$ cat config.mk
export PLATFORM = sky130hd
export DESIGN_NAME = operandStage
export DESIGN_NICKNAME = d
export VERILOG_FILES = /design/src/branchPkg.sv /design/src/uopPkg.sv /design/src/operandStage.sv
export VERILOG_INCLUDE_DIRS = /design/src
export SDC_FILE = /design/constraint.sdc
export NUM_CORES = 1
export LEC_CHECK = 0
export BUFFER_PORTS_ARGS = -buffer_cell sky130_fd_sc_hd__buf_2
export CAP_MARGIN = 25
export CORE_AREA = 4 4 360 362
export CTS_CLUSTER_SIZE = 40
export DETAILED_ROUTE_END_ITERATION = 8
export DIE_AREA = 0 0 364 366
export GPL_TIMING_DRIVEN = 0
export SYNTH_ARGS = -nofsm -noshare
export SYNTH_HDL_FRONTEND = slang
export SYNTH_SLANG_ARGS = --single-unit
$ cat constraint.sdc
create_clock -name clk -period 2 [get_ports clk]
set_input_delay 0.2 -clock clk [delete_from_list [all_inputs] [get_ports clk]]
set_output_delay 0.2 -clock clk [all_outputs]
set_load 0.02 [all_outputs]
$ cat src/intExec_macros.svh
`ifndef INT_EXEC_MACROS_SVH
`define INT_EXEC_MACROS_SVH

// Issue slots per group, and integer lanes.
`define NUM_LANES 3

// Program-order sequence number. It wraps, so age is a signed difference.
`define SQN_BITS 7

// Destination tag. A set top bit means there is no destination register.
`define TAG_BITS 7

`endif
$ cat src/branchPkg.sv
`default_nettype none

`include "intExec_macros.svh"

package branchPkg;

    typedef logic [`SQN_BITS-1:0] SqN;

    typedef struct packed {
        logic taken;
    } BranchPredInfo;

    typedef enum logic [1:0] {
        FLUSH_BRANCH_TK,
        FLUSH_BRANCH_NT,
        FLUSH_IBRANCH,
        FLUSH_RETURN
    } FlushCause;

    typedef enum logic [1:0] {
        RET_NONE,
        RET_PUSH,
        RET_POP
    } RetAct;

    // A redirect to the front end. Only taken carries meaning when it is clear.
    typedef struct packed {
        logic taken;
        SqN sqN;
        logic [31:0] dstPC;
        FlushCause cause;
        RetAct retAct;
    } BranchProv;

endpackage

`default_nettype wire

$ cat src/uopPkg.sv
`default_nettype none

`include "intExec_macros.svh"

package uopPkg;

    typedef logic [`TAG_BITS-1:0] Tag;

    typedef enum logic [1:0] {
        FU_INT,
        FU_BRANCH,
        FU_BITMANIP
    } FuncUnit;

    // The opcode is decoded per function unit.
    typedef logic [4:0] Opcode;

    typedef enum logic [4:0] {
        INT_ADD, INT_SUB, INT_XOR, INT_OR, INT_AND, INT_SLL, INT_SRL, INT_SRA,
        INT_SLT, INT_SLTU, INT_MIN, INT_MINU, INT_MAX, INT_MAXU, INT_LUI,
        INT_SH1ADD, INT_SH2ADD, INT_SH3ADD, INT_ANDN, INT_ORN, INT_XNOR,
        INT_SE_B, INT_SE_H, INT_ZE_H
    } IntOp;

    typedef enum logic [4:0] {
        BR_BEQ, BR_BNE, BR_BLT, BR_BGE, BR_BLTU, BR_BGEU,
        BR_JAL, BR_AUIPC, BR_JALR, BR_JR, BR_RET
    } BranchOp;

    typedef enum logic [4:0] {
        BM_CLZ, BM_CTZ, BM_CPOP, BM_ROL, BM_ROR, BM_ORC_B, BM_REV8,
        BM_BCLR, BM_BEXT, BM_BINV, BM_BSET
    } BitOp;

    typedef enum logic [1:0] {
        FLAGS_NONE,
        FLAGS_BRANCH,
        FLAGS_PRED_TAKEN,
        FLAGS_PRED_NTAKEN
    } ResFlags;

    typedef struct packed {
        logic valid;
        FuncUnit fu;
        Opcode opcode;
        logic [31:0] rsA;
        logic [31:0] rsB;
        logic [31:0] imm;
        logic immB;
        logic [31:0] pc;
        logic compressed;
        Tag tagDst;
        branchPkg::SqN sqN;
        branchPkg::BranchPredInfo bpi;
    } IssueUop;

    typedef struct packed {
        logic valid;
        FuncUnit fu;
        Opcode opcode;
        logic [31:0] srcA;
        logic [31:0] srcB;
        logic [31:0] imm;
        logic [31:0] pc;
        logic compressed;
        Tag tagDst;
        branchPkg::SqN sqN;
        branchPkg::BranchPredInfo bpi;
    } ExUop;

    typedef struct packed {
        logic valid;
        logic [31:0] result;
        Tag tagDst;
        branchPkg::SqN sqN;
        ResFlags flags;
    } ResUop;

endpackage

`default_nettype wire

$ cat src/operandStage.sv
`timescale 1ns/10ps
`default_nettype none

`include "intExec_macros.svh"

module operandStage #(
    parameter int numLanes = `NUM_LANES
) (
    input wire clk,
    input wire rst,
    input wire uopPkg::IssueUop issue [numLanes],
    output uopPkg::ExUop exUops [numLanes]
);

    always_ff @(posedge clk) begin
        for (int i = 0; i < numLanes; i++) begin
            exUops[i].fu <= issue[i].fu;
            exUops[i].opcode <= issue[i].opcode;
            exUops[i].srcA <= issue[i].rsA;
            // Operand B is either the register value or the immediate.
            exUops[i].srcB <= issue[i].immB ? issue[i].imm : issue[i].rsB;
            exUops[i].imm <= issue[i].imm;
            exUops[i].pc <= issue[i].pc;
            exUops[i].compressed <= issue[i].compressed;
            exUops[i].tagDst <= issue[i].tagDst;
            exUops[i].sqN <= issue[i].sqN;
            exUops[i].bpi <= issue[i].bpi;

            if (rst) begin
                exUops[i].valid <= 1'b0;
            end else begin
                exUops[i].valid <= issue[i].valid;
            end
        end
    end

endmodule

`default_nettype wire

==> impl_metrics.xml <==
<?xml version="1.0" encoding="UTF-8"?>
<metrics>
  <group name="route">
    <metric name="antenna_left" unit="">0</metric>
    <metric name="count_of_vias_placed_by_the_detailed_router" unit="">11296</metric>
    <metric name="wirelength" unit="um">109000</metric>
    <metric name="route.detailed.vias_per_inst" unit="">2.96</metric>
    <metric name="route.detailed.drc" unit="">0</metric>
    <metric name="initialDrtViolationCount" unit="">529</metric>
    <metric name="post_detailed_route_wirelength_per_cell" unit="um">28.7</metric>
    <metric name="dr.pass1.iters" unit="">5</metric>
  </group>
  <group name="die">
    <metric name="die_width" unit="um">364</metric>
    <metric name="initial_core_utilization" unit="">0.0851</metric>
    <metric name="die-area" unit="um2">133000</metric>
    <metric name="std_cell_rows" unit="">131</metric>
    <metric name="ioPinCount" unit="">917</metric>
    <metric name="die_y" unit="um">366</metric>
    <metric name="core_area" unit="um2">127000</metric>
  </group>
  <group name="worst_setup_path">
    <metric name="cp_data_required_time" unit="ps">1800</metric>
    <metric name="cp_cell_sequence" unit="">buf_2</metric>
    <metric name="worstSetupPathType" unit="">flop to output port</metric>
    <metric name="cpLargestDelayFamily" unit="">flip-flops</metric>
    <metric name="worst_setup_path_start_kind" unit="">flop</metric>
    <metric name="cp_bufs_invs" unit="">1</metric>
    <metric name="crit_path_max_incr_delay" unit="ps">320</metric>
    <metric name="cp_slowest_cell" unit="">dfxtp_1</metric>
    <metric name="arrival" unit="ps">1290</metric>
    <metric name="cp_num_cells" unit="">1</metric>
    <metric name="worst_setup_path_end_kind" unit="">output port</metric>
    <metric name="critical_path_peak_fanout" unit="">1</metric>
  </group>
  <group name="power">
    <metric name="pwr_density_cell" unit="nW/um2">1010</metric>
    <metric name="power_frac_clock" unit="">0.464</metric>
    <metric name="internal_power_of_the_cells" unit="W">0.0183</metric>
    <metric name="p_leak" unit="nW">11.5</metric>
    <metric name="power_switching" unit="W">0.00699</metric>
    <metric name="seqPwrFrac" unit="">0.387</metric>
    <metric name="swShare" unit="">0.277</metric>
    <metric name="vdd_drop_max" unit="mV">0.633</metric>
    <metric name="power.combinational.fraction" unit="">0.149</metric>
  </group>
  <group name="timing">
    <metric name="unrepaired_setup_endpoints_after_global_routing" unit="">no</metric>
    <metric name="slew_headroom" unit="">0.781</metric>
    <metric name="setup_tns" unit="ps">0</metric>
    <metric name="period_minus_slack" unit="ps">1490</metric>
    <metric name="report.final.slew_viol_count" unit="">0</metric>
    <metric name="setup_viol" unit="">0</metric>
    <metric name="finalCritPeriodShare" unit="">0.746</metric>
    <metric name="final-hold-violation-count" unit="">0</metric>
    <metric name="worst_slack" unit="ps">507</metric>
    <metric name="worst_slew_pin_slew" unit="ps">331</metric>
    <metric name="max_freq" unit="MHz">670</metric>
  </group>
  <group name="global_route">
    <metric name="first_global_vias" unit="">12726</metric>
    <metric name="grt_antenna_before_repair" unit="">101</metric>
    <metric name="grt_util_all_layers" unit="">0.159</metric>
    <metric name="global_route.overflow_total" unit="">0</metric>
    <metric name="first_pass_grt_wire_length" unit="um">134000</metric>
    <metric name="grt_start_max_net_pins" unit="">17</metric>
  </group>
  <group name="clock_tree">
    <metric name="clock_transition_at_the_registers_of_the_reported_paths" unit="ps">60</metric>
    <metric name="cts_root_buf" unit="">clkbuf_16</metric>
    <metric name="tritoncts" unit="">done</metric>
    <metric name="post_cts.resized_instances" unit="">0</metric>
    <metric name="cts-buffers-inserted" unit="">61</metric>
    <metric name="hold_buffer_count_at_cts" unit="">527</metric>
    <metric name="clk_path_buf_depth" unit="">3</metric>
    <metric name="postCtsSetupBuffers" unit="">0</metric>
    <metric name="htreeDepth" unit="">2</metric>
    <metric name="clock-sinks" unit="">456</metric>
  </group>
  <group name="synth">
    <metric name="syn-instance-count" unit="">567</metric>
    <metric name="postSynth.asyncResetShare" unit="">0</metric>
    <metric name="synth_top_cell_area_share" unit="">0.847</metric>
    <metric name="syn-mean-instance-area" unit="um2">19.0</metric>
    <metric name="library_cell_with_the_highest_instance_count_after_synthesis" unit="">dfxtp_1</metric>
    <metric name="synthTopCellsByArea" unit="">dfxtp_1, mux2_4, buf_12</metric>
    <metric name="synth_seq_area_share" unit="">0.847</metric>
    <metric name="synth_seq_cells" unit="">456</metric>
    <metric name="postSynthNetCount" unit="">1028</metric>
    <metric name="yosys_warn_count" unit="">0</metric>
    <metric name="number_of_enable_type_register_cells_in_the_synthesized_netlist" unit="">0</metric>
    <metric name="ys_dominant_reg_cell" unit="">dfxtp_1</metric>
    <metric name="post_synth_instance_area" unit="um2">10800</metric>
    <metric name="synth.lib_cells_used.distinct" unit="">6</metric>
    <metric name="synth_cell_count_leaders" unit="">dfxtp_1, mux2_4, buf_12</metric>
    <metric name="netlist.top_cell.by_area" unit="">dfxtp_1</metric>
  </group>
  <group name="placement">
    <metric name="postPlaceCellArea" unit="um2">17400</metric>
    <metric name="place_ws" unit="ps">973</metric>
    <metric name="gp_routability_congestion" unit="">0.948</metric>
    <metric name="detailedPlacementHpwl" unit="um">93400</metric>
    <metric name="port-buffer-count" unit="">913</metric>
  </group>
  <group name="hold_path">
    <metric name="worstHoldPathCells" unit="">3</metric>
    <metric name="hold_path_class" unit="">input port to flop</metric>
  </group>
  <group name="layout">
    <metric name="areaGrowthSynthToFinish" unit="%">131</metric>
    <metric name="registers.top_by_ff_count" unit="">exUops</metric>
    <metric name="max_ffs_per_register" unit="">456</metric>
    <metric name="fin_nets" unit="">2531</metric>
    <metric name="drive_gt1_frac" unit="">0.532</metric>
    <metric name="biggestRegsByFlops" unit="">exUops (456)</metric>
    <metric name="finalInstanceArea" unit="um2">24900</metric>
  </group>
  <group name="run_status">
    <metric name="run_status" unit="">finished clean</metric>
  </group>
  <group name="run">
    <metric name="drv_cap" unit="">0</metric>
  </group>
</metrics>
==> per-stage QoR <==
step	hold slack (ps)	util	instances	total power, W
final	58.1	0.197	3810	0.0252
after global routing	19.6	0.196	3800	0.0263
after CTS	0.519	0.196	3781	0.0257
after detailed placement	304	0.138	3142	0.0127
after global placement	303	0.138	3142	0.0127
after floorplan	228	-	567	0.0110
==> kinds of logic after synthesis <==
family | synth area share
multiplexers | 0.132
AND/OR/NAND/NOR | 0.00174
buffers and inverters | 0.0198
flip-flops | 0.847
==> power groups by stage <==
| stage | logic (W) | registers [W] | clock network (W) |
|---|---|---|---|
| after global placement | 0.00273 | 0.00994 | 0 |
| after floorplan | 0.000331 | 0.0107 | 0 |
| after global routing | 0.00401 | 0.00981 | 0.0125 |
| after detailed placement | 0.00273 | 0.00995 | 0 |
| final | 0.00376 | 0.00977 | 0.0117 |
| after CTS | 0.00381 | 0.00976 | 0.0121 |
==> area by class of cell <==
type,count,area (um2)
Antenna cell,29,72.6
Buffer,12,214
Clock buffer,71,1610
Clock inverter,41,520
Fill cell,13824,102000
Multi-Input combinational cell,99,1440
Sequential cell,456,9130
Tap cell,1662,2080
Timing Repair Buffer,1440,9840
==> metal layers <==
layer	vias up	global-route usage	part of all wire
li1	4901	-	-
met1	5232	0.146	0.32
met2	871	0.256	0.45
met3	288	0.145	0.20
met4	4	0.0416	0.035
met5	-	0	0.00024
==> final timing paths <==
path | from | end | slack [ps]
min | issue[201] | exUops[239] | 60
max | exUops[359] | exUops[359] | 510
==> cells in the final DEF, fill, tap and decap left out <==
cell / netlist / routed
diode_2: 0 / 29
clkinv_4: 0 / 5
buf_2: 0 / 913
nor2b_1: 3 / 3
dfxtp_1: 456 / 456
mux2_2: 6 / 6
clkbuf_16: 0 / 61
dlygate4sd3_1: 0 / 527
clkbuf_8: 0 / 5
clkinvlp_4: 0 / 8
inv_8: 0 / 1
bufinv_16: 0 / 9
buf_6: 3 / 3
buf_12: 9 / 9
clkinv_2: 0 / 10
clkbuf_1: 0 / 5
mux2_4: 90 / 90
clkinv_8: 0 / 2
inv_6: 0 / 6
No activity file was read; power rests on OpenSTA's default activity.
