<file path="src/intExec_macros.svh">
`ifndef INT_EXEC_MACROS_SVH
`define INT_EXEC_MACROS_SVH

// Issue slots per group, and integer lanes.
`define NUM_LANES 3

// Program-order sequence number. It wraps, so age is a signed difference.
`define SQN_BITS 7

// Destination tag. A set top bit means there is no destination register.
`define TAG_BITS 7

`endif
</file>
<file path="src/branchPkg.sv">
`default_nettype none

`include "intExec_macros.svh"

package branchPkg;

    typedef logic [`SQN_BITS-1:0] SqN;

    typedef struct packed {
        logic taken;
    } BranchPredInfo;

    typedef enum logic [1:0] {
        FLUSH_BRANCH_TK,
        FLUSH_BRANCH_NT,
        FLUSH_IBRANCH,
        FLUSH_RETURN
    } FlushCause;

    typedef enum logic [1:0] {
        RET_NONE,
        RET_PUSH,
        RET_POP
    } RetAct;

    // A redirect to the front end. Only taken carries meaning when it is clear.
    typedef struct packed {
        logic taken;
        SqN sqN;
        logic [31:0] dstPC;
        FlushCause cause;
        RetAct retAct;
    } BranchProv;

endpackage

`default_nettype wire

</file>
<file path="src/branchResolve.sv">
`timescale 1ns/10ps
`default_nettype none

`include "intExec_macros.svh"

module branchResolve #(
    parameter int numLanes = `NUM_LANES
) (
    input wire clk,
    input wire rst,
    input wire branchPkg::BranchProv laneBranch [numLanes],
    output branchPkg::BranchProv branch
);

    branchPkg::BranchProv nextBranch;

    // The current provision joins the comparison, but it only survives
    // when some lane raises a new redirect this cycle.
    always_comb begin
        branchPkg::BranchProv oldest;
        branchPkg::SqN ageDiff;
        logic anyLane;

        oldest = branch;
        anyLane = 1'b0;
        for (int i = 0; i < numLanes; i++) begin
            ageDiff = laneBranch[i].sqN - oldest.sqN;
            if (laneBranch[i].taken) begin
                anyLane = 1'b1;
                if (!oldest.taken || $signed(ageDiff) < 0) begin
                    oldest = laneBranch[i];
                end
            end
        end

        nextBranch = oldest;
        if (!anyLane) begin
            nextBranch.taken = 1'b0;
        end
    end

    always_ff @(posedge clk) begin
        branch.sqN <= nextBranch.sqN;
        branch.dstPC <= nextBranch.dstPC;
        branch.cause <= nextBranch.cause;
        branch.retAct <= nextBranch.retAct;
        if (rst) begin
            branch.taken <= 1'b0;
        end else begin
            branch.taken <= nextBranch.taken;
        end
    end

endmodule

`default_nettype wire

</file>
<file path="config.mk">
export PLATFORM = sky130hd
export DESIGN_NAME = branchResolve
export DESIGN_NICKNAME = d
export VERILOG_FILES = /design/src/branchPkg.sv /design/src/branchResolve.sv
export VERILOG_INCLUDE_DIRS = /design/src
export SDC_FILE = /design/constraint.sdc
export NUM_CORES = 1
export LEC_CHECK = 0
export BUFFER_PORTS_ARGS = -buffer_cell sky130_fd_sc_hd__buf_4
export CORE_MARGIN = 5
export CORE_UTILIZATION = 45
export DETAILED_ROUTE_END_ITERATION = 10
export GPL_TIMING_DRIVEN = 0
export PLACE_DENSITY = 0.81
export SKIP_LAST_GASP = 1
export SLEW_MARGIN = 5
export SYNTH_ARGS = -nofsm -noshare
export SYNTH_HDL_FRONTEND = slang
export SYNTH_SLANG_ARGS = --single-unit
</file>
<file path="constraint.sdc">
create_clock -name clk -period 8.5 [get_ports clk]
set_input_delay 0.425 -clock clk [delete_from_list [all_inputs] [get_ports clk]]
set_output_delay 0.425 -clock clk [all_outputs]
set_load 0.03 [all_outputs]
</file>
==> run metrics, run 1 <==
DRC violations left=0; syn_nets=507; Pre-Repair DR Iteration Count=4; Yosys top cell by area=dfxtp_1; Final TNS setup=0 ns; Clk pwr share=7.5%; P_int=~1000 uW; Max stage delay on crit path=between 0.8 and 0.9 ns; synth unique cells=52; Warnings, synthesis=0; max-slew violations=0; final-layout fill cell count=588; GRT overflow=0; Total GRT Usage=20.91%; first-pass GRT wire length=between 15 and 20 mm; TritonCTS clock tree=done; num ports=178; Layout Nets=690; vias per std cell=roughly 5.2; WL/cell=15.90 um; CTS Sinks=44; status=completed; vias=3369; synthesized area=approximately 3300 um2; post-cts resize count=0; Yosys top cell area share=between 20% and 30%; share of layout cells above drive strength 1=42.91%; DIE AREA=9094 um2; CTS Buffer Depth=2; power per cell area=between 300 and 400 nW/um2; Final min period=about 7.8 ns; # rows=31; worst-margin pin slew=0.9874 ns; Worst EP arrival=approximately 8.0 ns; CP Class=reg -> reg; initial antenna violation count=0; Sequential Power Share=21.3%; synth top area cells=dfxtp_1 (27%), mux2_4 (16%), mux2i_1 (14%); FF+latch area=880.8 um2; fmax=128.5 MHz; part of the power in combinational logic=between 70% and 80%; max_slew headroom=between 30% and 40%; highest-delay cell along the critical path=o211ai_1; CTS H-tree depth=2; CTS buffer count=5; critical path endpoint category=flip-flop; I/O Buffers=176; switching part of the total power=45.14%; top flop regs=branch: 44 flops; switching power=831.5 uW; Final Skew=0.01090 ns; Core Area=7176 um2; number of antenna diodes=0; clk_lat worst skew=0.30 ns; Post-synth ARST share=0%; max reg flops=44; drt total wl=around 10 mm; worst vdd ir=between 0.2 and 0.25 mV; P&R area growth vs syn=46.93%; syn_area_per_cell=between 9 and 10 um2; post-detail-place hpwl=between 8 and 9 mm; Critical Path RT=8.69 ns; Starting Density=45.70%; FF+latch count, synth=44; cts hold-fix bufs=0; Synth Flop Type=dfxtp_1; first-iteration detailed-routing DRC count=~110; Die W=95.37 um; vias in the first global route=around 3200; final setup fails=0; largest register by flop count=branch; Antenna Nets Post-Route=0; Hold Path Class=in -> reg; max_cap viols=0; P_leak=0.002525 uW; multi-input logic area=2232 um2; post-layout util=67.15%; Die Ht=95.37 um; CP Max Fanout=10; clock-pin slew on the worst setup and hold paths=0.08 ns; RSZ-0062 raised after global routing=false; sequential share of the synthesized area=between 20% and 30%; root buffer cell=clkbuf_8; Hold Violations, Final=0; pin count of the biggest net entering global routing=14; Post-synth EDFFs=0; cells after synthesis=359; final period utilization=91.54%; Worst setup SP type=flip-flop; routability cong.=0.8598; Post-CTS Setup Bufs=0
==> metal layers <==
layer	vias to the layer above	track usage, %	share of wire [%]	routed length [um]
met5	-	0	0	0
met4	0	4.808	1.8	187
met3	20	4.893	8.0	814
met2	140	37.32	51	5235
met1	1535	25.28	39	3969
li1	1674	-	-	-
==> cell usage in the layout (no fill, tap or decap), types with 3 or more instances in the layout <==
cell type,Yosys,layout
a21o_1,6,6
a21oi_1,44,44
a311o_1,3,3
buf_4,0,176
buf_6,4,4
clkbuf_1,13,14
clkbuf_8,0,6
dfxtp_1,44,44
ha_1,14,14
inv_1,16,16
mux2_2,3,3
mux2_4,36,36
mux2i_1,47,47
nand2_1,12,12
nand3_1,4,4
nor2_1,46,46
o2111ai_1,3,3
o211ai_1,6,6
o21ai_0,11,11
xnor2_1,3,3
xor2_1,3,3
==> worst max-delay path: cells and delay by family, from the launching register on <==
kind,cells,cell delay (ns)
fa+ha+maj,4,1.19
mux,2,0.63
buf+inv,5,1.70
flops,1,0.39
simple gates,1,0.10
compound gates,15,3.43
xor+xnor,1,0.20
==> area by class of cell <==
| cell class | instances | share of cell area (%) |
|---|---|---|
| Multi-Input combinational cell | 279 | 46.33 |
| Timing Repair Buffer | 176 | 27.42 |
| Sequential cell | 44 | 18.28 |
| Tap cell | 99 | 2.571 |
| Buffer | 20 | 2.207 |
| Clock buffer | 7 | 1.792 |
| Inverter | 16 | 1.246 |
| Clock inverter | 1 | 0.1558 |
==> logic make-up after synthesis <==
family / Yosys count / share of synthesized area, %
compound gates: 94 / 18.43
xor+xnor: 6 / 1.603
fa+ha+maj: 16 / 5.990
buf+inv: 36 / 5.074
flops: 44 / 26.86
mux: 86 / 31.86
simple gates: 77 / 10.19
==> synth_stat cells, drive strengths merged (2+ instances only) <==
cell	number
mux2i	47
a21o	6
ha	14
maj3	2
xnor2	3
nand4	2
a311o	3
and2	2
xor2	3
inv	16
clkbuf	13
nand2	12
a21oi	45
buf	7
o21ai	13
nor3	2
nor2b	2
a211oi	2
o21a	2
o211ai	6
mux2	39
nor2	46
nand3	4
o2111ai	3
dfxtp	44
a41oi	2
==> power by group through the flow <==
stage	Sequential, uW	Combinational (uW)	Clock, uW
2_1_floorplan	598	738	0
5_1_grt	406	1410	150
4_1_cts	392	1320	143
6_report	392	1310	138
3_3_place_gp	389	1290	0
3_5_place_dp	395	1320	0
==> metrics by stage <==
stage          worst slack [ns]  hold WS (ns)  instance area (um2)  cells  total power [uW]
2_1_floorplan             2.035        0.4974                 3279    359              1336
3_3_place_gp             0.7068        0.5817                 4725    634              1676
3_5_place_dp             0.5957        0.5867                 4725    634              1712
4_1_cts                  0.7056        0.2668                 4818    642              1853
5_1_grt                  0.2404        0.2828                 4818    642              1966
6_report                 0.7191        0.2794                 4818    642              1842
==> path summary, 6_finish.rpt <==
check / start / to / slack [ns] / cells after the start
setup / recovery: branch[39] / branch[19] / 0.72 / 28
hold / removal: rst / branch[43] / 0.28 / 2
setup reg to reg: branch[39] / branch[19] / 0.72 / 28
hold reg to reg: branch[10] / branch[10] / 0.71 / 3
Power figures use the tool's default switching activity.
==> run 2: changes to the inputs <==
- clock period: 8.5 -> 7.8 ns (I/O delays scaled with it)
==> run metrics, run 2 (synthesized netlist as in run 1, its figures left out) <==
status=completed; initial antenna violation count=0; Non-Filler Instances=645; CP Max Fanout=10; pin count of the biggest net entering global routing=14; # rows=31; I/O Buffers=176; Worst setup SP type=flip-flop; WHS Endpoint=branch[43]; final setup fails=0; Antenna Nets Post-Route=0; Reg2Reg Launch Point=branch[39]; post-route worst setup slack=around 0.48 ns; vias in the first global route=3176; worst hold start=rst; max_slew headroom=between 40% and 50%; vias=between 3000 and 4000; max reg flops=44; highest-delay cell along the critical path=buf_1; GRT met2 Usage=between 30% and 40%; busiest grt layer=met2; Layout Nets=693; R2R Setup Slk=0.48 ns; fmax=about 140 MHz; first-iteration detailed-routing DRC count=105; power per cell area=416.5 nW/um2; worst vdd ir=0.2538 mV; worst r2r dst=branch[20]; P&R area growth vs syn=47.62%; P_leak=0.002539 uW; Pre-Repair DR Iteration Count=4; Final min period=7.324 ns; top flop regs=branch: 44 flops; TritonCTS clock tree=done; post-layout util=67.46%; Die Ht=~95 um; max_cap viols=0; met1 usage=25.28%; Inst Count DP=634; WL/cell=between 15 and 20 um; worst-margin pin slew=0.8024 ns; CTS H-tree depth=2; DIE AREA=9094 um2; largest register by flop count=branch; post-cts resize count=0; commonest cells after routing, fill and taps aside=buf_4 (179), mux2i_1 (47), nor2_1 (46); clk_lat worst skew=0.30 ns; GR Util met3=4.893%; CTS buffer count=5; RSZ-0062 raised after global routing=false; max-slew violations=0; Total GRT Usage=a little over a fifth; num ports=178; Core Area=7176 um2; CTS Sinks=44; DRC violations left=0; Hold Path Class=in -> reg; routability cong.=between 0.8 and 0.9; drt total wl=approximately 10 mm; Place WS=-0.06930 ns; GRT overflow=0; Hold Path Depth=2; Max stage delay on crit path=0.64 ns; clock-pin slew on the worst setup and hold paths=about 0.080 ns; CTS Buffer Depth=2; R2R depth=29; Final Skew=0.01052 ns; Hold Violations, Final=0; CP Class=reg -> reg; commonest non-fill, non-tap cell in the layout=buf_4; number of antenna diodes=0; Worst EP arrival=7.51 ns; root buffer cell=clkbuf_8; vias per std cell=5.206; Critical Path RT=7.99 ns; Starting Density=45.70%; post-detail-place hpwl=between 8 and 9 mm; first-pass GRT wire length=15.15 mm; final period utilization=93.90%; share of layout cells above drive strength 1=43.22%; critical path endpoint category=flip-flop; Die W=95.37 um
run 2: cell count changes in the layout (fill, tap and decap cells not counted):
| cell | change |
|---|---|
| buf_4 | +3 |
run 2: what timing repair did:
item / in CTS / in global routing
setup endpoints to repair: 0 / 41
hold endpoints to repair: 0 / 0
hold buffers: 0 / 0
setup buffers: 0 / 3
run 2: layer usage:
metal / vias up / wire length (um)
li1: 1680 / -
met1: 1541 / 4032
met2: 125 / 5289
met3: 12 / 755
met4: 0 / 146
met5: - / 0
run 2: how the worst max path moves through the flow:
stage                     slack, ns             from  cells past startpoint         end
after CTS                     0.006       branch[39]                     28  branch[18]
final                          0.48       branch[39]                     29  branch[20]
after global routing           0.08       branch[39]                     29  branch[17]
after floorplan                1.34       branch[39]                     28  branch[10]
after global placement         0.04  laneBranch[127]                     28  branch[11]
after detailed placement      -0.07  laneBranch[127]                     28  branch[18]
run 2: area by class of cell:
| cell class | count | area (um2) |
|---|---|---|
| multi-input combinational | 279 | 2232 |
| tap | 99 | 123.9 |
| timing repair buffer | 179 | 1344 |
| fill | 588 | 2335 |
| clock inverter | 1 | 7.507 |
| inverter | 16 | 60.06 |
| clock buffer | 7 | 86.33 |
| buffer | 20 | 106.4 |
| sequential | 44 | 880.8 |
run 2: metrics by stage:
stage / power (uW) / hold slack (ns) / area (um2) / TNS (ns)
finish: 2016 / 0.2440 / 4841 / 0
global route: 2151 / 0.2478 / 4841 / 0
CTS: 2019 / 0.2318 / 4818 / 0
detailed placement: 1865 / 0.5517 / 4725 / -2.187
global placement: 1826 / 0.5467 / 4725 / 0
floorplan: 1456 / 0.4624 / 3279 / 0
run 2: report_power, final:
| part | internal (uW) | switching (uW) | leakage [uW] | total, uW |
|---|---|---|---|---|
| clock | 72.1 | 78.0 | 0.0000445 | 150 |
| combinational | 686 | 754 | 0.00212 | 1440 |
| sequential | 351 | 76.0 | 0.000371 | 427 |
run 2: critical path: cells and delay by family, from the launching register on:
kind | cells | cell delay [ns]
compound gates | 15 | 2.83
buf+inv | 6 | 1.65
fa+ha+maj | 4 | 1.35
mux | 2 | 0.63
flops | 1 | 0.39
xor+xnor | 1 | 0.21
simple gates | 1 | 0.13
