## src/intExec_macros.svh

```systemverilog
`ifndef INT_EXEC_MACROS_SVH
`define INT_EXEC_MACROS_SVH

// Issue slots per group, and integer lanes.
`define NUM_LANES 3

// Program-order sequence number. It wraps, so age is a signed difference.
`define SQN_BITS 7

// Destination tag. A set top bit means there is no destination register.
`define TAG_BITS 7

`endif
```

## src/branchPkg.sv

```systemverilog
`default_nettype none

`include "intExec_macros.svh"

package branchPkg;

    typedef logic [`SQN_BITS-1:0] SqN;

    typedef struct packed {
        logic taken;
    } BranchPredInfo;

    typedef enum logic [1:0] {
        FLUSH_BRANCH_TK,
        FLUSH_BRANCH_NT,
        FLUSH_IBRANCH,
        FLUSH_RETURN
    } FlushCause;

    typedef enum logic [1:0] {
        RET_NONE,
        RET_PUSH,
        RET_POP
    } RetAct;

    // A redirect to the front end. Only taken carries meaning when it is clear.
    typedef struct packed {
        logic taken;
        SqN sqN;
        logic [31:0] dstPC;
        FlushCause cause;
        RetAct retAct;
    } BranchProv;

endpackage

`default_nettype wire

```

## src/uopPkg.sv

```systemverilog
`default_nettype none

`include "intExec_macros.svh"

package uopPkg;

    typedef logic [`TAG_BITS-1:0] Tag;

    typedef enum logic [1:0] {
        FU_INT,
        FU_BRANCH,
        FU_BITMANIP
    } FuncUnit;

    // The opcode is decoded per function unit.
    typedef logic [4:0] Opcode;

    typedef enum logic [4:0] {
        INT_ADD, INT_SUB, INT_XOR, INT_OR, INT_AND, INT_SLL, INT_SRL, INT_SRA,
        INT_SLT, INT_SLTU, INT_MIN, INT_MINU, INT_MAX, INT_MAXU, INT_LUI,
        INT_SH1ADD, INT_SH2ADD, INT_SH3ADD, INT_ANDN, INT_ORN, INT_XNOR,
        INT_SE_B, INT_SE_H, INT_ZE_H
    } IntOp;

    typedef enum logic [4:0] {
        BR_BEQ, BR_BNE, BR_BLT, BR_BGE, BR_BLTU, BR_BGEU,
        BR_JAL, BR_AUIPC, BR_JALR, BR_JR, BR_RET
    } BranchOp;

    typedef enum logic [4:0] {
        BM_CLZ, BM_CTZ, BM_CPOP, BM_ROL, BM_ROR, BM_ORC_B, BM_REV8,
        BM_BCLR, BM_BEXT, BM_BINV, BM_BSET
    } BitOp;

    typedef enum logic [1:0] {
        FLAGS_NONE,
        FLAGS_BRANCH,
        FLAGS_PRED_TAKEN,
        FLAGS_PRED_NTAKEN
    } ResFlags;

    typedef struct packed {
        logic valid;
        FuncUnit fu;
        Opcode opcode;
        logic [31:0] rsA;
        logic [31:0] rsB;
        logic [31:0] imm;
        logic immB;
        logic [31:0] pc;
        logic compressed;
        Tag tagDst;
        branchPkg::SqN sqN;
        branchPkg::BranchPredInfo bpi;
    } IssueUop;

    typedef struct packed {
        logic valid;
        FuncUnit fu;
        Opcode opcode;
        logic [31:0] srcA;
        logic [31:0] srcB;
        logic [31:0] imm;
        logic [31:0] pc;
        logic compressed;
        Tag tagDst;
        branchPkg::SqN sqN;
        branchPkg::BranchPredInfo bpi;
    } ExUop;

    typedef struct packed {
        logic valid;
        logic [31:0] result;
        Tag tagDst;
        branchPkg::SqN sqN;
        ResFlags flags;
    } ResUop;

endpackage

`default_nettype wire

```

## src/intAlu.sv

```systemverilog
`timescale 1ns/10ps
`default_nettype none

module intAlu (
    input wire clk,
    input wire rst,
    input wire uopPkg::ExUop uop,
    input wire branchPkg::BranchProv branchIn,
    output branchPkg::BranchProv branchOut,
    output uopPkg::ResUop result
);

    logic [31:0] srcA;
    logic [31:0] srcB;
    logic [31:0] imm;
    logic [31:0] srcARev;
    logic [31:0] cntIn;
    logic [5:0] lzCnt;
    logic [5:0] popCnt;
    logic lessThan;
    logic lessThanU;
    logic [31:0] nextInstrPC;
    logic [31:0] firstHalfwPC;
    logic [63:0] rolWide;
    logic [63:0] rorWide;
    logic [31:0] bitMask;
    logic [31:0] resC;
    branchPkg::SqN ageDiff;
    logic execute;
    logic isCond;
    logic isIndirect;
    logic condTaken;
    logic [31:0] indDst;
    logic indCorrect;
    uopPkg::ResFlags flags;

    assign srcA = uop.srcA;
    assign srcB = uop.srcB;
    assign imm = uop.imm;

    // Anything younger than a taken redirect is on the wrong path.
    assign ageDiff = uop.sqN - branchIn.sqN;
    assign execute = uop.valid && (!branchIn.taken || $signed(ageDiff) <= 0);

    // Trailing zeros are the leading zeros of the reversed word.
    assign srcARev = {<<{srcA}};
    assign cntIn = (uop.opcode == uopPkg::BM_CLZ) ? srcA : srcARev;

    bitCount counter (
        .in(cntIn),
        .lzCnt(lzCnt),
        .popCnt(popCnt)
    );

    assign lessThan = $signed(srcA) < $signed(srcB);
    assign lessThanU = srcA < srcB;

    assign nextInstrPC = uop.pc + 32'd2;
    assign firstHalfwPC = uop.compressed ? uop.pc : uop.pc - 32'd2;

    assign rolWide = {srcA, srcA} << srcB[4:0];
    assign rorWide = {srcA, srcA} >> srcB[4:0];
    assign bitMask = 32'd1 << srcB[4:0];

    always_comb begin
        resC = '0;
        case (uop.fu)
            uopPkg::FU_INT: begin
                case (uop.opcode)
                    uopPkg::INT_ADD: resC = srcA + srcB;
                    uopPkg::INT_SUB: resC = srcA - srcB;
                    uopPkg::INT_XOR: resC = srcA ^ srcB;
                    uopPkg::INT_OR: resC = srcA | srcB;
                    uopPkg::INT_AND: resC = srcA & srcB;
                    uopPkg::INT_SLL: resC = srcA << srcB[4:0];
                    uopPkg::INT_SRL: resC = srcA >> srcB[4:0];
                    uopPkg::INT_SRA: resC = $signed(srcA) >>> srcB[4:0];
                    uopPkg::INT_SLT: resC = {31'b0, lessThan};
                    uopPkg::INT_SLTU: resC = {31'b0, lessThanU};
                    uopPkg::INT_MIN: resC = lessThan ? srcA : srcB;
                    uopPkg::INT_MINU: resC = lessThanU ? srcA : srcB;
                    uopPkg::INT_MAX: resC = lessThan ? srcB : srcA;
                    uopPkg::INT_MAXU: resC = lessThanU ? srcB : srcA;
                    uopPkg::INT_LUI: resC = srcB;
                    uopPkg::INT_SH1ADD: resC = srcB + (srcA << 1);
                    uopPkg::INT_SH2ADD: resC = srcB + (srcA << 2);
                    uopPkg::INT_SH3ADD: resC = srcB + (srcA << 3);
                    uopPkg::INT_ANDN: resC = srcA & ~srcB;
                    uopPkg::INT_ORN: resC = srcA | ~srcB;
                    uopPkg::INT_XNOR: resC = srcA ^ ~srcB;
                    uopPkg::INT_SE_B: resC = {{24{srcA[7]}}, srcA[7:0]};
                    uopPkg::INT_SE_H: resC = {{16{srcA[15]}}, srcA[15:0]};
                    uopPkg::INT_ZE_H: resC = {16'b0, srcA[15:0]};
                    default: ;
                endcase
            end
            uopPkg::FU_BRANCH: begin
                case (uop.opcode)
                    uopPkg::BR_AUIPC: resC = firstHalfwPC + imm;
                    uopPkg::BR_JAL,
                    uopPkg::BR_JALR,
                    uopPkg::BR_JR: resC = nextInstrPC;
                    default: ;
                endcase
            end
            uopPkg::FU_BITMANIP: begin
                case (uop.opcode)
                    uopPkg::BM_CLZ,
                    uopPkg::BM_CTZ: resC = {26'b0, lzCnt};
                    uopPkg::BM_CPOP: resC = {26'b0, popCnt};
                    uopPkg::BM_ROL: resC = rolWide[63:32];
                    uopPkg::BM_ROR: resC = rorWide[31:0];
                    uopPkg::BM_ORC_B: resC = {{8{|srcA[31:24]}}, {8{|srcA[23:16]}},
                                              {8{|srcA[15:8]}}, {8{|srcA[7:0]}}};
                    uopPkg::BM_REV8: resC = {srcA[7:0], srcA[15:8], srcA[23:16], srcA[31:24]};
                    uopPkg::BM_BCLR: resC = srcA & ~bitMask;
                    uopPkg::BM_BEXT: resC = {31'b0, srcA[srcB[4:0]]};
                    uopPkg::BM_BINV: resC = srcA ^ bitMask;
                    uopPkg::BM_BSET: resC = srcA | bitMask;
                    default: ;
                endcase
            end
            default: ;
        endcase
    end

    assign isCond = (uop.fu == uopPkg::FU_BRANCH) && (uop.opcode inside {
        uopPkg::BR_BEQ, uopPkg::BR_BNE, uopPkg::BR_BLT,
        uopPkg::BR_BGE, uopPkg::BR_BLTU, uopPkg::BR_BGEU});
    assign isIndirect = (uop.fu == uopPkg::FU_BRANCH) && (uop.opcode inside {
        uopPkg::BR_JALR, uopPkg::BR_JR, uopPkg::BR_RET});

    always_comb begin
        case (uop.opcode)
            uopPkg::BR_BEQ: condTaken = (srcA == srcB);
            uopPkg::BR_BNE: condTaken = (srcA != srcB);
            uopPkg::BR_BLT: condTaken = lessThan;
            uopPkg::BR_BGE: condTaken = !lessThan;
            uopPkg::BR_BLTU: condTaken = lessThanU;
            uopPkg::BR_BGEU: condTaken = !lessThanU;
            default: condTaken = 1'b0;
        endcase
    end

    // srcB holds the target that the front end predicted.
    always_comb begin
        if (uop.opcode == uopPkg::BR_RET) begin
            indDst = {srcA[31:1], 1'b0};
        end else begin
            indDst = srcA + {{20{imm[11]}}, imm[11:0]};
            indDst[0] = 1'b0;
        end
        indCorrect = (indDst[31:1] == srcB[31:1]);
    end

    always_comb begin
        branchOut = '0;
        branchOut.sqN = uop.sqN;
        if (execute && isCond && condTaken != uop.bpi.taken) begin
            branchOut.taken = 1'b1;
            if (condTaken) begin
                branchOut.dstPC = firstHalfwPC + {{19{imm[12]}}, imm[12:0]};
                branchOut.cause = branchPkg::FLUSH_BRANCH_TK;
            end else begin
                branchOut.dstPC = nextInstrPC;
                branchOut.cause = branchPkg::FLUSH_BRANCH_NT;
            end
        end else if (execute && isIndirect && (!indCorrect || !uop.bpi.taken)) begin
            branchOut.taken = 1'b1;
            branchOut.dstPC = indDst;
            if (uop.opcode == uopPkg::BR_RET) begin
                branchOut.cause = branchPkg::FLUSH_RETURN;
                branchOut.retAct = branchPkg::RET_POP;
            end else begin
                branchOut.cause = branchPkg::FLUSH_IBRANCH;
                if (uop.opcode == uopPkg::BR_JALR) begin
                    branchOut.retAct = branchPkg::RET_PUSH;
                end
            end
        end
    end

    always_comb begin
        if (isCond) begin
            flags = condTaken ? uopPkg::FLAGS_PRED_TAKEN : uopPkg::FLAGS_PRED_NTAKEN;
        end else if (isIndirect) begin
            flags = uopPkg::FLAGS_BRANCH;
        end else begin
            flags = uopPkg::FLAGS_NONE;
        end
    end

    always_ff @(posedge clk) begin
        result.result <= resC;
        result.tagDst <= uop.tagDst;
        result.sqN <= uop.sqN;
        result.flags <= flags;
        if (rst) begin
            result.valid <= 1'b0;
        end else begin
            result.valid <= execute;
        end
    end

endmodule

`default_nettype wire

```

## src/bitCount.sv

```systemverilog
`timescale 1ns/10ps
`default_nettype none

module bitCount (
    input wire [31:0] in,
    output logic [5:0] lzCnt,
    output logic [5:0] popCnt
);

    logic [3:0] byteCnt [4];
    logic [4:0] halfCnt [2];

    // The highest set bit is seen last and wins.
    always_comb begin
        lzCnt = 6'd32;
        for (int i = 0; i < 32; i++) begin
            if (in[i]) begin
                lzCnt = 6'(31 - i);
            end
        end
    end

    always_comb begin
        for (int b = 0; b < 4; b++) begin
            byteCnt[b] = '0;
            for (int i = 0; i < 8; i++) begin
                byteCnt[b] = byteCnt[b] + 4'(in[8*b + i]);
            end
        end
        halfCnt[0] = 5'(byteCnt[0]) + 5'(byteCnt[1]);
        halfCnt[1] = 5'(byteCnt[2]) + 5'(byteCnt[3]);
        popCnt = 6'(halfCnt[0]) + 6'(halfCnt[1]);
    end

endmodule

`default_nettype wire

```

## config.mk

```make
export PLATFORM = sky130hd
export DESIGN_NAME = intAlu
export DESIGN_NICKNAME = d
export VERILOG_FILES = /design/src/branchPkg.sv /design/src/uopPkg.sv /design/src/intAlu.sv /design/src/bitCount.sv
export VERILOG_INCLUDE_DIRS = /design/src
export SDC_FILE = /design/constraint.sdc
export NUM_CORES = 2
export LEC_CHECK = 0
export BUFFER_PORTS_ARGS = -buffer_cell sky130_fd_sc_hd__clkbuf_2
export CORE_ASPECT_RATIO = 0.7
export CORE_MARGIN = 8
export CORE_UTILIZATION = 25
export DETAILED_ROUTE_END_ITERATION = 8
export GPL_ROUTABILITY_DRIVEN = 1
export MAX_ROUTING_LAYER = met4
export SKIP_LAST_GASP = 1
export SLEW_MARGIN = 20
export SYNTH_ARGS = -nofsm -noshare
export SYNTH_HDL_FRONTEND = slang
export SYNTH_SLANG_ARGS = --single-unit
```

## constraint.sdc

```tcl
create_clock -name clk -period 19.8 [get_ports clk]
set_clock_uncertainty 0.2 [all_clocks]
set_input_delay 1.98 -clock clk [delete_from_list [all_inputs] [get_ports clk]]
set_output_delay 1.98 -clock clk [all_outputs]
set_load 0.005 [all_outputs]
```

==> impl_metrics.toml <==
[sta]
layout_setup_ws_ns = 9.21
finalHoldViolCount = 0
setup_viol = 0
finalSetupTns_ns = 0
period_needed_ns = 10.59
fmax_mhz = 94.4
drv_slew = 0
maxSlewHeadroom_pct = 5.25
rsz0062_at_grt = "false"
finalCritPeriodShare_pct = 53.5
worst_pin_slew_ns = 1.40

[power_and_ir_drop]
seq_power_share_pct = 7.6
vdd_drop_max_mv = 0.0524
p_sw_uw = 863
p_int_uw = 577
powerDensity_nw_per_um2 = 43.1
combPwrFrac_pct = 84.2
leakagePower_nw = 13.5
swShare_pct = 59.9
power_mw = 1.44
clockPowerShare_pct = 8.1

[logic_synthesis]
synth_top_area_cell = "ha_1"
syn_nets = 4996
synth_cells = 4447
synth_edf_count = 0
synth_common_cells = "nor2_1, a21oi_1, nand2_1, ha_1, o21ai_0"
ys_seq_elements = 49
ys_seq_area_share_pct = 3.25
syn_area_sq_um = 30200
netlist.area_leader.share_pct = 13.3
ys.flop_type = "dfxtp_1"
avgSynthCellArea_sq_um = 6.79
synthArstFlopShare_pct = 0
ys_warn_count = 0
synth.distinct_cells = 106
synthMostInstantiatedCell = "nor2_1"
yosys-top-cells-area = "ha_1, a21oi_1, nor2_1"

[worst_setup_path]
start_kind = "input port"
cp.arrival_ns = 10.62
cp_max_fo = 45
end_kind = "register"
cp.required_ns = 19.82
crit_type = "in -> reg"

[placement]
place.gp.congestion = 1.12
dp_slack_ns = 9.31
dpl.hpwl_um = 155000
port_buffers = 254

[finish]
regMostFlops = "result"
largest_reg_flops = 49
nNetsFinal = 5040
syn2layout_area_growth_pct = 10.8
top_regs = "result: 49 flops"
final_layout_size_suffix_gt1_share_pct = 12.5

[cts]
cts_buffer_depth = 2
cts_root_buffer = "clkbuf_16"
postCtsSetupBuffers = 0
cts_hold_buf = 0
path_clk_slew_ns = 0.09
cts_buffers = 5
ctsResizeCount = 0
clkSinkCount = 49
cts_tree = "built"
htreeDepth = 2

[global_route]
antenna_found_initial = 17
grt_pass1_vias = 34500
grt_max_degree = 69
grt_use_total_pct = 28.4
gr-total-overflow = 0
grt_pass1_wl_um = 270000

[die]
die_w_um = 431
fp.dieArea_sq_um = 132000
rows = 106
initial_utilization_pct = 25.2
die_y_um = 307
io_pins = 291
core_region_area_sq_um = 120000

[detailed_routing]
avgViaCountPerCell = 6.41
via_count = 39400
firstDrtPassIters = 7
ant_nets = 0
drtIter0Drc = 7024
wl_um = 198000
drc_errors = 0
drt-wirelength-per-cell_um = 32.2

[status]
status = "finished clean"

[hold_path]
hold_class = "in -> reg"

[run]
max_cap_violations = 0
## cells in the final DEF (no fill, tap or decap), types with 20 or more instances in the layout
cell type / n
a2111oi_0: 20
o221ai_1: 35
inv_1: 201
o22ai_1: 77
mux2i_1: 106
a22oi_1: 49
o211ai_1: 57
nand3_1: 99
nor3_1: 112
xor2_1: 88
xnor2_1: 137
a31oi_1: 65
and2_1: 35
nand4_1: 51
nand2_1: 359
o21a_1: 38
clkbuf_2: 249
and3_1: 42
or3_1: 36
o2111ai_1: 27
a21oi_1: 422
nor2_1: 527
a221oi_1: 63
o21ai_0: 274
diode_2: 24
o21bai_1: 44
nor2b_1: 25
ha_1: 320
o31ai_1: 23
dfxtp_1: 49
mux4_2: 68
a21o_1: 99
a221o_1: 27
nor4_1: 41
fa_1: 31
or2_2: 20
nand2b_1: 38
buf_4: 129
a211oi_1: 68
## kinds of logic after synthesis
logic type / after synthesis / share of synthesized area, %
DFF: 49 / 3.25
muxes: 192 / 9.25
xor gates and xnor gates: 227 / 6.68
adders and majority gates: 351 / 15.3
buffers and inverters: 551 / 7.16
AOI/OAI and AO/OA: 1599 / 35.4
and+or+nand+nor: 1478 / 23.0
## worst paths after layout
check	startpoint	endpoint	slack [ns]	cells past startpoint
worst min-delay path	uop[14]	result[15]$_DFF_P_	1.56	1
worst max-delay path	uop[147]	result[21]$_DFF_P_	9.21	25
## power groups by stage
stage	registers (mW)	clock network, mW	logic, mW
finish	0.110	0.117	1.21
detailed placement	0.112	0	1.15
global route	0.110	0.120	1.28
floorplan	0.111	0	0.730
CTS	0.110	0.115	1.16
global placement	0.112	0	1.14
## final cells by class
type / instances / area, sq um
Sequential cell: 49 / 981
Clock buffer: 5 / 125
Clock inverter: 3 / 43.8
Timing Repair Buffer: 379 / 2230
Antenna cell: 24 / 60.1
Tap cell: 1620 / 2030
Inverter: 209 / 785
Fill cell: 13500 / 86200
Multi-Input combinational cell: 3847 / 27200
## stage by stage
step | utilization [%] | hold slack [ns] | cell area (sq um) | std cells
6_report | 28.0 | 1.56 | 33500 | 6136
5_1_grt | 28.0 | 1.55 | 33500 | 6132
4_1_cts | 27.9 | 1.55 | 33400 | 6112
3_5_place_dp | 27.8 | 1.88 | 33200 | 6104
3_3_place_gp | 27.8 | 1.88 | 33200 | 6104
2_1_floorplan | - | 1.81 | 30200 | 4447
## per-layer routing
metal,vias to the layer above,global-route usage [%],part of all wire (%)
met5,-,-,0
met3,449,12.7,17
met2,3029,36.4,37
met4,0,9.08,4.0
li1,16900,-,-
met1,19000,39.0,42
## worst max-delay path, stage by stage
cell and delay [ns]:
clkbuf_2 0.60, nor3_1 0.11, buf_4 0.21, nand2_2 0.61, buf_4 0.55, nor2_1 0.10
a21oi_1 0.52, inv_1 0.18, fa_1 0.52, fa_1 0.49, inv_1 0.05, fa_1 0.43
fa_1 0.53, fa_1 0.50, fa_1 0.49, inv_1 0.05, ha_1 0.20, fa_1 0.41
a21oi_1 0.14, nor2b_1 0.06, o21ai_0 0.41, o2111ai_1 0.22, a211oi_1 0.25, o21ai_0 0.47
a221o_1 0.50
(Power assumes the default switching activity.)
